==> config.mk <==
export PLATFORM = sky130hd
export DESIGN_NAME = cpu_top
export DESIGN_NICKNAME = d
export VERILOG_FILES = /design/src/hdl/rv_pkg.sv /design/src/hdl/fwd_if.sv /design/src/hdl/cpu_top.sv /design/src/hdl/decode_stage.sv /design/src/hdl/execute_stage.sv /design/src/hdl/fetch_stage.sv /design/src/hdl/pipe_reg.sv /design/src/hdl/regfile.sv
export SDC_FILE = /design/constraint.sdc
export NUM_CORES = 2
export LEC_CHECK = 0
export ABC_CLOCK_PERIOD_IN_PS = 6350
export BUFFER_PORTS_ARGS = -buffer_cell sky130_fd_sc_hd__buf_2
export CORE_AREA = 2 2 254 444
export DETAILED_ROUTE_END_ITERATION = 16
export DIE_AREA = 0 0 256 446
export GPL_ROUTABILITY_DRIVEN = 1
export HOLD_SLACK_MARGIN = 0.12
export PLACE_DENSITY = 0.77
export SYNTH_ARGS = -nofsm -noshare
export SYNTH_HDL_FRONTEND = slang
export SYNTH_SLANG_ARGS = --single-unit
==> constraint.sdc <==
create_clock -name clk_i -period 6.35 [get_ports clk_i]
set_input_delay 0.635 -clock clk_i [delete_from_list [all_inputs] [get_ports clk_i]]
set_output_delay 0.635 -clock clk_i [all_outputs]
set_load 0.05 [all_outputs]
==> src/hdl/rv_pkg.sv <==
package rv_pkg;

    parameter int XLEN = 32;

    typedef logic [XLEN-1:0] xlen_t;
    typedef logic [4:0]      reg_addr_t;

    // base opcodes kept by this core
    localparam logic [6:0] OPC_OP     = 7'b0110011;
    localparam logic [6:0] OPC_OP_IMM = 7'b0010011;
    localparam logic [6:0] OPC_LUI    = 7'b0110111;
    localparam logic [6:0] OPC_AUIPC  = 7'b0010111;
    localparam logic [6:0] OPC_JAL    = 7'b1101111;
    localparam logic [6:0] OPC_JALR   = 7'b1100111;
    localparam logic [6:0] OPC_BRANCH = 7'b1100011;

    typedef enum logic [3:0] {
        ALU_ADD,
        ALU_SUB,
        ALU_AND,
        ALU_OR,
        ALU_XOR,
        ALU_SLT,
        ALU_SLTU,
        ALU_SLL,
        ALU_SRL,
        ALU_SRA,
        // lui result
        ALU_PASS_B
    } alu_op_e;

    typedef enum logic [2:0] {
        BR_NONE,
        BR_EQ,
        BR_NE,
        BR_LT,
        BR_GE,
        BR_LTU,
        BR_GEU
    } br_op_e;

    // decode to execute
    typedef struct packed {
        xlen_t     pc;
        xlen_t     rs1_val;
        xlen_t     rs2_val;
        xlen_t     imm;
        reg_addr_t rd;
        alu_op_e   alu_op;
        br_op_e    br_op;
        logic      use_imm;
        logic      use_pc;
        logic      is_jal;
        logic      is_jalr;
        logic      writes_rd;
    } id_ex_t;

    // execute to writeback
    typedef struct packed {
        xlen_t     pc;
        reg_addr_t rd;
        xlen_t     data;
    } ex_wb_t;

endpackage

==> src/hdl/fwd_if.sv <==
interface fwd_if import rv_pkg::*; ();

    // result leaving the ALU this cycle
    logic      ex_valid;
    reg_addr_t ex_rd;
    xlen_t     ex_data;

    // result being written back this cycle
    logic      wb_valid;
    reg_addr_t wb_rd;
    xlen_t     wb_data;

    modport ex_src (output ex_valid, output ex_rd, output ex_data);

    modport wb_src (output wb_valid, output wb_rd, output wb_data);

    modport sink (
        input ex_valid, input ex_rd, input ex_data,
        input wb_valid, input wb_rd, input wb_data
    );

endinterface

==> src/hdl/cpu_top.sv <==
module cpu_top import rv_pkg::*; #(
    parameter xlen_t RESET_PC = '0
) (
    input  logic      clk_i,
    input  logic      rst_n_i,
    output xlen_t     imem_addr_o,
    input  xlen_t     imem_inst_i,
    output logic      wb_valid_o,
    output reg_addr_t wb_rd_o,
    output xlen_t     wb_data_o,
    output xlen_t     wb_pc_o
);

    logic      redirect;
    xlen_t     redirect_pc;
    logic      id_valid;
    xlen_t     id_pc;
    xlen_t     id_inst;
    reg_addr_t rs1_addr;
    reg_addr_t rs2_addr;
    xlen_t     rs1_data;
    xlen_t     rs2_data;
    logic      id_ex_valid_d;
    id_ex_t    id_ex_d;
    logic      ex_valid;
    id_ex_t    ex_payload;
    logic      ex_wb_valid_d;
    ex_wb_t    ex_wb_d;
    logic      wb_valid;
    ex_wb_t    wb_payload;

    fwd_if fwd_bus ();

    fetch_stage #(.RESET_PC(RESET_PC)) fetch_stage_instance (
        .clk_i        (clk_i),
        .rst_n_i      (rst_n_i),
        .redirect_i   (redirect),
        .redirect_pc_i(redirect_pc),
        .imem_addr_o  (imem_addr_o),
        .imem_inst_i  (imem_inst_i),
        .id_valid_o   (id_valid),
        .id_pc_o      (id_pc),
        .id_inst_o    (id_inst)
    );

    decode_stage decode_stage_instance (
        .valid_i   (id_valid),
        .pc_i      (id_pc),
        .inst_i    (id_inst),
        .rs1_addr_o(rs1_addr),
        .rs2_addr_o(rs2_addr),
        .rs1_data_i(rs1_data),
        .rs2_data_i(rs2_data),
        .fwd       (fwd_bus.sink),
        .ex_valid_o(id_ex_valid_d),
        .ex_o      (id_ex_d)
    );

    regfile regfile_instance (
        .clk_i     (clk_i),
        .rs1_addr_i(rs1_addr),
        .rs2_addr_i(rs2_addr),
        .rs1_data_o(rs1_data),
        .rs2_data_o(rs2_data),
        .we_i      (wb_valid),
        .wr_addr_i (wb_payload.rd),
        .wr_data_i (wb_payload.data)
    );

    // a taken branch or jump squashes the instruction in decode
    pipe_reg #(.T(id_ex_t)) id_ex_instance (
        .clk_i  (clk_i),
        .rst_n_i(rst_n_i),
        .flush_i(redirect),
        .valid_i(id_ex_valid_d),
        .data_i (id_ex_d),
        .valid_o(ex_valid),
        .data_o (ex_payload)
    );

    execute_stage execute_stage_instance (
        .valid_i      (ex_valid),
        .ex_i         (ex_payload),
        .fwd          (fwd_bus.ex_src),
        .redirect_o   (redirect),
        .redirect_pc_o(redirect_pc),
        .wb_valid_o   (ex_wb_valid_d),
        .wb_o         (ex_wb_d)
    );

    pipe_reg #(.T(ex_wb_t)) ex_wb_instance (
        .clk_i  (clk_i),
        .rst_n_i(rst_n_i),
        .flush_i(1'b0),
        .valid_i(ex_wb_valid_d),
        .data_i (ex_wb_d),
        .valid_o(wb_valid),
        .data_o (wb_payload)
    );

    assign fwd_bus.wb_valid = wb_valid;
    assign fwd_bus.wb_rd    = wb_payload.rd;
    assign fwd_bus.wb_data  = wb_payload.data;

    assign wb_valid_o = wb_valid;
    assign wb_rd_o    = wb_payload.rd;
    assign wb_data_o  = wb_payload.data;
    assign wb_pc_o    = wb_payload.pc;

endmodule

==> src/hdl/decode_stage.sv <==
module decode_stage import rv_pkg::*; (
    input  logic      valid_i,
    input  xlen_t     pc_i,
    input  xlen_t     inst_i,
    output reg_addr_t rs1_addr_o,
    output reg_addr_t rs2_addr_o,
    input  xlen_t     rs1_data_i,
    input  xlen_t     rs2_data_i,
    fwd_if.sink       fwd,
    output logic      ex_valid_o,
    output id_ex_t    ex_o
);

    logic [6:0] opcode;
    logic [2:0] funct3;
    logic       funct7_b5;
    xlen_t      imm_i;
    xlen_t      imm_u;
    xlen_t      imm_b;
    xlen_t      imm_j;

    // alt selects sub for 000 and sra/srai for 101
    function automatic alu_op_e alu_from_funct3(logic [2:0] f3, logic alt);
        alu_op_e op;
        case (f3)
            3'b000:  op = alt ? ALU_SUB : ALU_ADD;
            3'b001:  op = ALU_SLL;
            3'b010:  op = ALU_SLT;
            3'b011:  op = ALU_SLTU;
            3'b100:  op = ALU_XOR;
            3'b101:  op = alt ? ALU_SRA : ALU_SRL;
            3'b110:  op = ALU_OR;
            default: op = ALU_AND;
        endcase
        return op;
    endfunction

    // execute result is younger than writeback, so it wins
    function automatic xlen_t operand(reg_addr_t addr, xlen_t rf_data);
        xlen_t val;
        val = rf_data;
        if (addr != '0 && fwd.ex_valid && fwd.ex_rd == addr) begin
            val = fwd.ex_data;
        end else if (addr != '0 && fwd.wb_valid && fwd.wb_rd == addr) begin
            val = fwd.wb_data;
        end
        return val;
    endfunction

    assign opcode    = inst_i[6:0];
    assign funct3    = inst_i[14:12];
    assign funct7_b5 = inst_i[30];

    assign rs1_addr_o = inst_i[19:15];
    assign rs2_addr_o = inst_i[24:20];

    assign imm_i = {{20{inst_i[31]}}, inst_i[31:20]};
    assign imm_u = {inst_i[31:12], 12'b0};
    assign imm_b = {{19{inst_i[31]}}, inst_i[31], inst_i[7], inst_i[30:25],
                    inst_i[11:8], 1'b0};
    assign imm_j = {{11{inst_i[31]}}, inst_i[31], inst_i[19:12], inst_i[20],
                    inst_i[30:21], 1'b0};

    assign ex_valid_o = valid_i;

    always_comb begin
        ex_o           = '0;
        ex_o.pc        = pc_i;
        ex_o.rs1_val   = operand(rs1_addr_o, rs1_data_i);
        ex_o.rs2_val   = operand(rs2_addr_o, rs2_data_i);
        ex_o.rd        = inst_i[11:7];
        ex_o.alu_op    = ALU_ADD;
        ex_o.br_op     = BR_NONE;
        case (opcode)
            OPC_OP: begin
                ex_o.alu_op    = alu_from_funct3(funct3, funct7_b5);
                ex_o.writes_rd = 1'b1;
            end
            OPC_OP_IMM: begin
                // only srai looks at bit 30
                ex_o.alu_op    = alu_from_funct3(funct3, funct7_b5 && funct3 == 3'b101);
                ex_o.imm       = imm_i;
                ex_o.use_imm   = 1'b1;
                ex_o.writes_rd = 1'b1;
            end
            OPC_LUI: begin
                ex_o.alu_op    = ALU_PASS_B;
                ex_o.imm       = imm_u;
                ex_o.use_imm   = 1'b1;
                ex_o.writes_rd = 1'b1;
            end
            OPC_AUIPC: begin
                ex_o.imm       = imm_u;
                ex_o.use_imm   = 1'b1;
                ex_o.use_pc    = 1'b1;
                ex_o.writes_rd = 1'b1;
            end
            OPC_JAL: begin
                ex_o.imm       = imm_j;
                ex_o.is_jal    = 1'b1;
                ex_o.writes_rd = 1'b1;
            end
            OPC_JALR: begin
                ex_o.imm       = imm_i;
                ex_o.is_jalr   = 1'b1;
                ex_o.writes_rd = 1'b1;
            end
            OPC_BRANCH: begin
                ex_o.imm = imm_b;
                case (funct3)
                    3'b000:  ex_o.br_op = BR_EQ;
                    3'b001:  ex_o.br_op = BR_NE;
                    3'b100:  ex_o.br_op = BR_LT;
                    3'b101:  ex_o.br_op = BR_GE;
                    3'b110:  ex_o.br_op = BR_LTU;
                    3'b111:  ex_o.br_op = BR_GEU;
                    default: ex_o.br_op = BR_NONE;
                endcase
            end
            // anything else travels on as a bubble
            default: ;
        endcase
    end

endmodule

==> src/hdl/execute_stage.sv <==
module execute_stage import rv_pkg::*; (
    input  logic   valid_i,
    input  id_ex_t ex_i,
    fwd_if.ex_src  fwd,
    output logic   redirect_o,
    output xlen_t  redirect_pc_o,
    output logic   wb_valid_o,
    output ex_wb_t wb_o
);

    xlen_t      op_a;
    xlen_t      op_b;
    logic [4:0] shamt;
    xlen_t      alu_res;
    xlen_t      result;
    xlen_t      jalr_sum;
    logic       is_jump;
    logic       taken;

    assign op_a  = ex_i.use_pc ? ex_i.pc : ex_i.rs1_val;
    assign op_b  = ex_i.use_imm ? ex_i.imm : ex_i.rs2_val;
    assign shamt = op_b[4:0];

    always_comb begin
        case (ex_i.alu_op)
            ALU_ADD:    alu_res = op_a + op_b;
            ALU_SUB:    alu_res = op_a - op_b;
            ALU_AND:    alu_res = op_a & op_b;
            ALU_OR:     alu_res = op_a | op_b;
            ALU_XOR:    alu_res = op_a ^ op_b;
            ALU_SLT:    alu_res = xlen_t'($signed(op_a) < $signed(op_b));
            ALU_SLTU:   alu_res = xlen_t'(op_a < op_b);
            ALU_SLL:    alu_res = op_a << shamt;
            ALU_SRL:    alu_res = op_a >> shamt;
            ALU_SRA:    alu_res = xlen_t'($signed(op_a) >>> shamt);
            ALU_PASS_B: alu_res = op_b;
            default:    alu_res = '0;
        endcase
    end

    // comparator always works on the register operands
    always_comb begin
        case (ex_i.br_op)
            BR_EQ:   taken = ex_i.rs1_val == ex_i.rs2_val;
            BR_NE:   taken = ex_i.rs1_val != ex_i.rs2_val;
            BR_LT:   taken = $signed(ex_i.rs1_val) < $signed(ex_i.rs2_val);
            BR_GE:   taken = $signed(ex_i.rs1_val) >= $signed(ex_i.rs2_val);
            BR_LTU:  taken = ex_i.rs1_val < ex_i.rs2_val;
            BR_GEU:  taken = ex_i.rs1_val >= ex_i.rs2_val;
            default: taken = 1'b0;
        endcase
    end

    assign is_jump = ex_i.is_jal || ex_i.is_jalr;

    // link value for jal and jalr
    assign result = is_jump ? ex_i.pc + xlen_t'(4) : alu_res;

    assign jalr_sum      = ex_i.rs1_val + ex_i.imm;
    assign redirect_o    = valid_i && (taken || is_jump);
    assign redirect_pc_o = ex_i.is_jalr ? {jalr_sum[XLEN-1:1], 1'b0} : ex_i.pc + ex_i.imm;

    // x0 writes and branches never leave this stage as valid
    assign wb_valid_o = valid_i && ex_i.writes_rd && ex_i.rd != '0;
    assign wb_o.pc    = ex_i.pc;
    assign wb_o.rd    = ex_i.rd;
    assign wb_o.data  = result;

    assign fwd.ex_valid = wb_valid_o;
    assign fwd.ex_rd    = ex_i.rd;
    assign fwd.ex_data  = result;

endmodule

==> src/hdl/fetch_stage.sv <==
module fetch_stage import rv_pkg::*; #(
    parameter xlen_t RESET_PC = '0
) (
    input  logic  clk_i,
    input  logic  rst_n_i,
    input  logic  redirect_i,
    input  xlen_t redirect_pc_i,
    output xlen_t imem_addr_o,
    input  xlen_t imem_inst_i,
    output logic  id_valid_o,
    output xlen_t id_pc_o,
    output xlen_t id_inst_o
);

    typedef logic [2*XLEN-1:0] if_id_t;

    xlen_t  pc;
    xlen_t  pc_next;
    if_id_t if_id_q;

    assign pc_next = redirect_i ? redirect_pc_i : pc + xlen_t'(4);

    always_ff @(posedge clk_i) begin
        if (!rst_n_i) begin
            pc <= RESET_PC;
        end else begin
            pc <= pc_next;
        end
    end

    // imem answers in the same cycle
    assign imem_addr_o = pc;

    // IF/ID register, the fetched word dies on a redirect
    pipe_reg #(.T(if_id_t)) if_id_instance (
        .clk_i  (clk_i),
        .rst_n_i(rst_n_i),
        .flush_i(redirect_i),
        .valid_i(1'b1),
        .data_i ({pc, imem_inst_i}),
        .valid_o(id_valid_o),
        .data_o (if_id_q)
    );

    assign id_pc_o   = if_id_q[2*XLEN-1:XLEN];
    assign id_inst_o = if_id_q[XLEN-1:0];

endmodule

==> src/hdl/pipe_reg.sv <==
module pipe_reg #(
    parameter type T = logic
) (
    input  logic clk_i,
    input  logic rst_n_i,
    input  logic flush_i,
    input  logic valid_i,
    input  T     data_i,
    output logic valid_o,
    output T     data_o
);

    always_ff @(posedge clk_i) begin
        if (!rst_n_i || flush_i) begin
            valid_o <= 1'b0;
        end else begin
            valid_o <= valid_i;
        end
    end

    // payload is only looked at while valid
    always_ff @(posedge clk_i) begin
        data_o <= data_i;
    end

endmodule

==> src/hdl/regfile.sv <==
module regfile import rv_pkg::*; (
    input  logic      clk_i,
    input  reg_addr_t rs1_addr_i,
    input  reg_addr_t rs2_addr_i,
    output xlen_t     rs1_data_o,
    output xlen_t     rs2_data_o,
    input  logic      we_i,
    input  reg_addr_t wr_addr_i,
    input  xlen_t     wr_data_i
);

    // x0 has no storage
    xlen_t regs [1:31];

    always_ff @(posedge clk_i) begin
        if (we_i && wr_addr_i != '0) begin
            regs[wr_addr_i] <= wr_data_i;
        end
    end

    // write in the same cycle is covered by writeback forwarding
    assign rs1_data_o = (rs1_addr_i == '0) ? '0 : regs[rs1_addr_i];
    assign rs2_data_o = (rs2_addr_i == '0) ? '0 : regs[rs2_addr_i];

endmodule

==> summary.md <==
| Metric | Value |
|---|---|
| Sequential power share | 45.0% |
| Mean Syn Cell Area | 12.9 sq um |
| Skew-Pair Late Insertion Delay | 0.80 ns |
| PnR worst setup slack | 0.593 ns |
| Reg2reg start | id_ex_instance.data_o[3]$_DFF_P_ |
| Pwr per Cell Area | 307 mW/mm^2 |
| Worst path required time | 7.01 ns |
| Clk pin slew, worst setup/hold paths | 0.07 ns |
| Flops & latches, synth | 1305 |
| Post-Place Cells | 6891 |
| Pre-Repair DR Iteration Count | 9 |
| Buf/Inv on CP | 2 |
| Die Area | 0.114 sq mm |
| Clock power share | 30.4% |
| Syn. warnings | 0 |
| Die height | 446 um |
| Row Count | 162 |
| Max transition margin | -6.49% |
| Fraction of registers with async set/reset | 0% |
| Chip width | 256 um |
| Max Cap Viol | 2 |
| Vias in the first global route | 56440 |
| Setup CP Type | register to register |
| Startpoint types | register |
| Crit end category | register |
| Cell Area, Synth | 0.0702 sq mm |
| Number of flops mapped to enable cells by yosys | 992 |
| Setup Skew | 0.0574 ns |
| Initial antenna violation count | 17 |
| Status | finished with violations |
| Maximum VDD drop | 0.304 mV |
| RSZ-0062 raised after global routing | false |
| Ranking of synthesized cells by area | edfxtp_1 (42%), mux4_2 (14%), dfxtp_1 (8.9%), mux2i_1 (5.5%), ha_1 (3.5%) |
| Violated checks | capacitance limit, slew limit |
| Synth Area in Compound Gates | 12.0% |
| CTS Sinks | 1305 |
| Crit path launch | id_ex_instance.data_o[3]$_DFF_P_ |
| HP Start | rst_n_i |
| GR Util All Layers | 53.0% |
| Post-route setup TNS | 0 ns |
| Crit Path Max Fanout | 16 |
| Switching Share | 33.7% |
| GRT met1 Usage | 53.0% |
| Final ANT Viol Nets | 0 |
| Placer Congestion | 1.13 |
| TritonCTS clock tree | yes |
| H-Tree Depth | 3 |
| Remaining global-route overflow | 0 |
| Critical Path Max Stage Delay | 0.69 ns |
| Count of cell types in the netlist | 90 |
| M3 GR Usage | 19.0% |
| Post-cts resize count | 0 |
| Post-DP HPWL | 192000 um |
| Max Fclk | 0.174 GHz |
| P_int | 15.8 mW |
| Final Hold Fails | 0 |
| DR vias/cell | 7.96 |
| Min Tclk post-route | 5.76 ns |
| Worst Max-Slew Pin Slew | 1.59 ns |
| Synth Net Count | 5679 |
| Endpoints failing setup | 0 |
| Synth Area in Simple Gates | 6.95% |
| Synth Area in Adders | 3.66% |
| IO Port Bufs | 135 |
| P_sw | 8.04 mW |
| CTS max path bufs | 3 |
| Mux cell area share after synthesis | 21.2% |
| Yosys top cell area share | 42.4% |
| Synth Instances | 5442 |
| Nets@finish | 5801 |
| Num CTS Buffers | 109 |
| Initial Util | 63.3% |
| Synth Flop Type | edfxtp_1 |
| Final WL | 302000 um |
| Fin util | 70.0% |
| Hold crit path type | input pin to register |
| Detailed Route Iter0 Violations | 9152 |
| Most Frequent Cell on Critical Path | a21oi_1 |
| Yosys top cell by area | edfxtp_1 |
| Largest family of logic cells by synthesized area | multiplexers |
| Non-filler cells in the finished layout | 7140 |
| Layout cell share with drive strength beyond 1 | 20.4% |
| Most used routing layer | met2 |
| Root Driver | clkbuf_16 |
| Fill cells | 7286 |
| Grt met2 use | 82.5% |
| XOR/XNOR Fraction of Synth Area | 1.70% |
| Kind of cell adding the most delay to the critical path | compound AO/OA/AOI/OAI gates |
| Global-route wire length before repair | 421000 um |
| Crit-path slowest cell | dfxtp_2 |
| Seq/Total Area, Yosys | 51.4% |
| Worst slack, placed | 1.06 ns |
| Cell Chain, Critical Path | buf_4 > mux2i_1 > inv_1 > ha_1 > o21ai_0 > a21bo_2 > a21oi_1 > o211a_1 > nand2b_1 > a221o_1 > a21oi_1 > a2bb2oi_1 > a22oi_1 |
| Pins over their slew limit | 7 |
| Vias | 56842 |
| Final period util | 90.7% |
| Leak | 28.2 nW |
| Area Growth Syn to Fin | 10.5% |
| Arrival @ worst endpoint | 6.42 ns |
| I/O pins | 136 |
| Largest net degree at the start of global routing | 142 |
| Residual DRC count | 0 |
| Detailed-route wire length per cell | 42.3 um |
| Core ar. | 0.111 sq mm |
| Combinational power share | 24.6% |
-- cells in the mapped netlist, types with 15 or more instances --
master and n:
edfxtp_1 992, mux4_2 451, mux2i_1 389, a21oi_1 377, nor2_1 366, dfxtp_1 313
nand2_1 287, clkbuf_1 255, o21ai_0 206, ha_1 199, inv_1 169, a211oi_1 92
xnor2_1 88, nand3_1 83, a221oi_1 81, nor3_1 77, a21o_1 75, buf_2 62
buf_1 57, o22ai_1 53, o211ai_1 52, mux2_2 49, xor2_1 48, o221ai_1 43
a22oi_1 40, a31oi_1 39, and3_1 38, nand4_1 38, nand2b_1 32, nor2b_1 28
o21bai_1 23, o21a_1 22, o31ai_1 20, or3_1 19, nor4_1 17, a311oi_1 15
and2_1 15
-- per-layer routing --
metal	share of wire, %	vias to the layer above	wire [um]
met5	0.035	-	105
met4	14	16	42400
met3	13	2186	40000
met2	45	5859	137000
met1	27	27096	83100
li1	-	21685	-
-- cell families (layout without fill, tap and decap cells) --
group / after synthesis / after routing
AND/OR/NAND/NOR: 1058 / 1058
multiplexers: 905 / 905
other: 0 / 8
adder cells (fa/ha/maj): 203 / 203
flip-flops: 1305 / 1305
buffers and inverters: 557 / 771
AO/OA/AOI/OAI: 1278 / 1278
XOR/XNOR: 136 / 136
-- power by group through the flow --
stage | clock network, mW | logic [mW] | registers (mW)
2_1_floorplan | 0 | 2.58 | 11.5
3_3_place_gp | 0 | 5.38 | 10.9
3_5_place_dp | 0 | 5.43 | 10.9
4_1_cts | 7.13 | 5.49 | 10.7
5_1_grt | 7.47 | 6.00 | 10.7
6_report | 7.24 | 5.87 | 10.7
-- worst paths after layout --
check	endpoint	slack [ns]	cells after the start
max reg2reg	id_ex_instance.data_o[101]$_DFF_P_	0.59	13
max	id_ex_instance.data_o[101]$_DFF_P_	0.59	13
min reg2reg	id_ex_instance.data_o[124]$_DFF_P_	0.32	0
min	fetch_stage_instance.imem_addr_o[28]$_SDFF_PN0_	0.27	2
-- what timing repair did --
item / 4_1_cts / 5_1_grt
hold endpoints to repair: 32 / 0
endpoints found under the setup margin: 0 / 0
hold buffers: 32 / 0
setup buffers: 0 / 0
-- cell usage in the layout, fill, tap and decap left out, drive strengths merged, types with 53 or more instances in the layout --
cell / count
nor2: 366
ha: 199
nor3: 77
xnor2: 88
edfxtp: 992
a211oi: 92
mux2i: 404
o21ai: 207
a21o: 75
a21oi: 377
inv: 177
dfxtp: 313
a221oi: 81
nand3: 83
clkbuf: 141
mux4: 452
o22ai: 53
nand2: 287
buf: 361
-- metrics by stage --
step	instance area (sq um)	hold WS (ns)	total power, mW
after floorplan	70200	0.310	14.0
after global placement	73400	0.310	16.2
after detailed placement	73400	0.312	16.3
after global routing	77600	0.284	24.2
after CTS	77500	0.292	23.3
final	77600	0.274	23.9
-- flip-flops by register name, summed over array words and instances (netlist names) --
signal                                       cells
ex_wb_instance.data_o                           69
fetch_stage_instance.if_id_instance.data_o      64
fetch_stage_instance.imem_addr_o                32
regfile_instance.regs                          992
ex_wb_instance.valid_o                           1
fetch_stage_instance.if_id_instance.valid_o      1
id_ex_instance.valid_o                           1
id_ex_instance.data_o                          145
-- layout make-up --
| type | count | area [sq um] | share of cell area [%] |
|---|---|---|---|
| Tap cell | 1476 | 1850 | 2.38 |
| Clock buffer | 141 | 2970 | 3.83 |
| Inverter | 174 | 658 | 0.848 |
| Clock inverter | 62 | 796 | 1.03 |
| Timing Repair Buffer | 394 | 2900 | 3.74 |
| Sequential cell | 1305 | 36100 | 46.5 |
| Multi-Input combinational cell | 3580 | 32300 | 41.6 |
| Antenna cell | 8 | 20.0 | 0.0258 |
(Power assumes the default switching activity.)
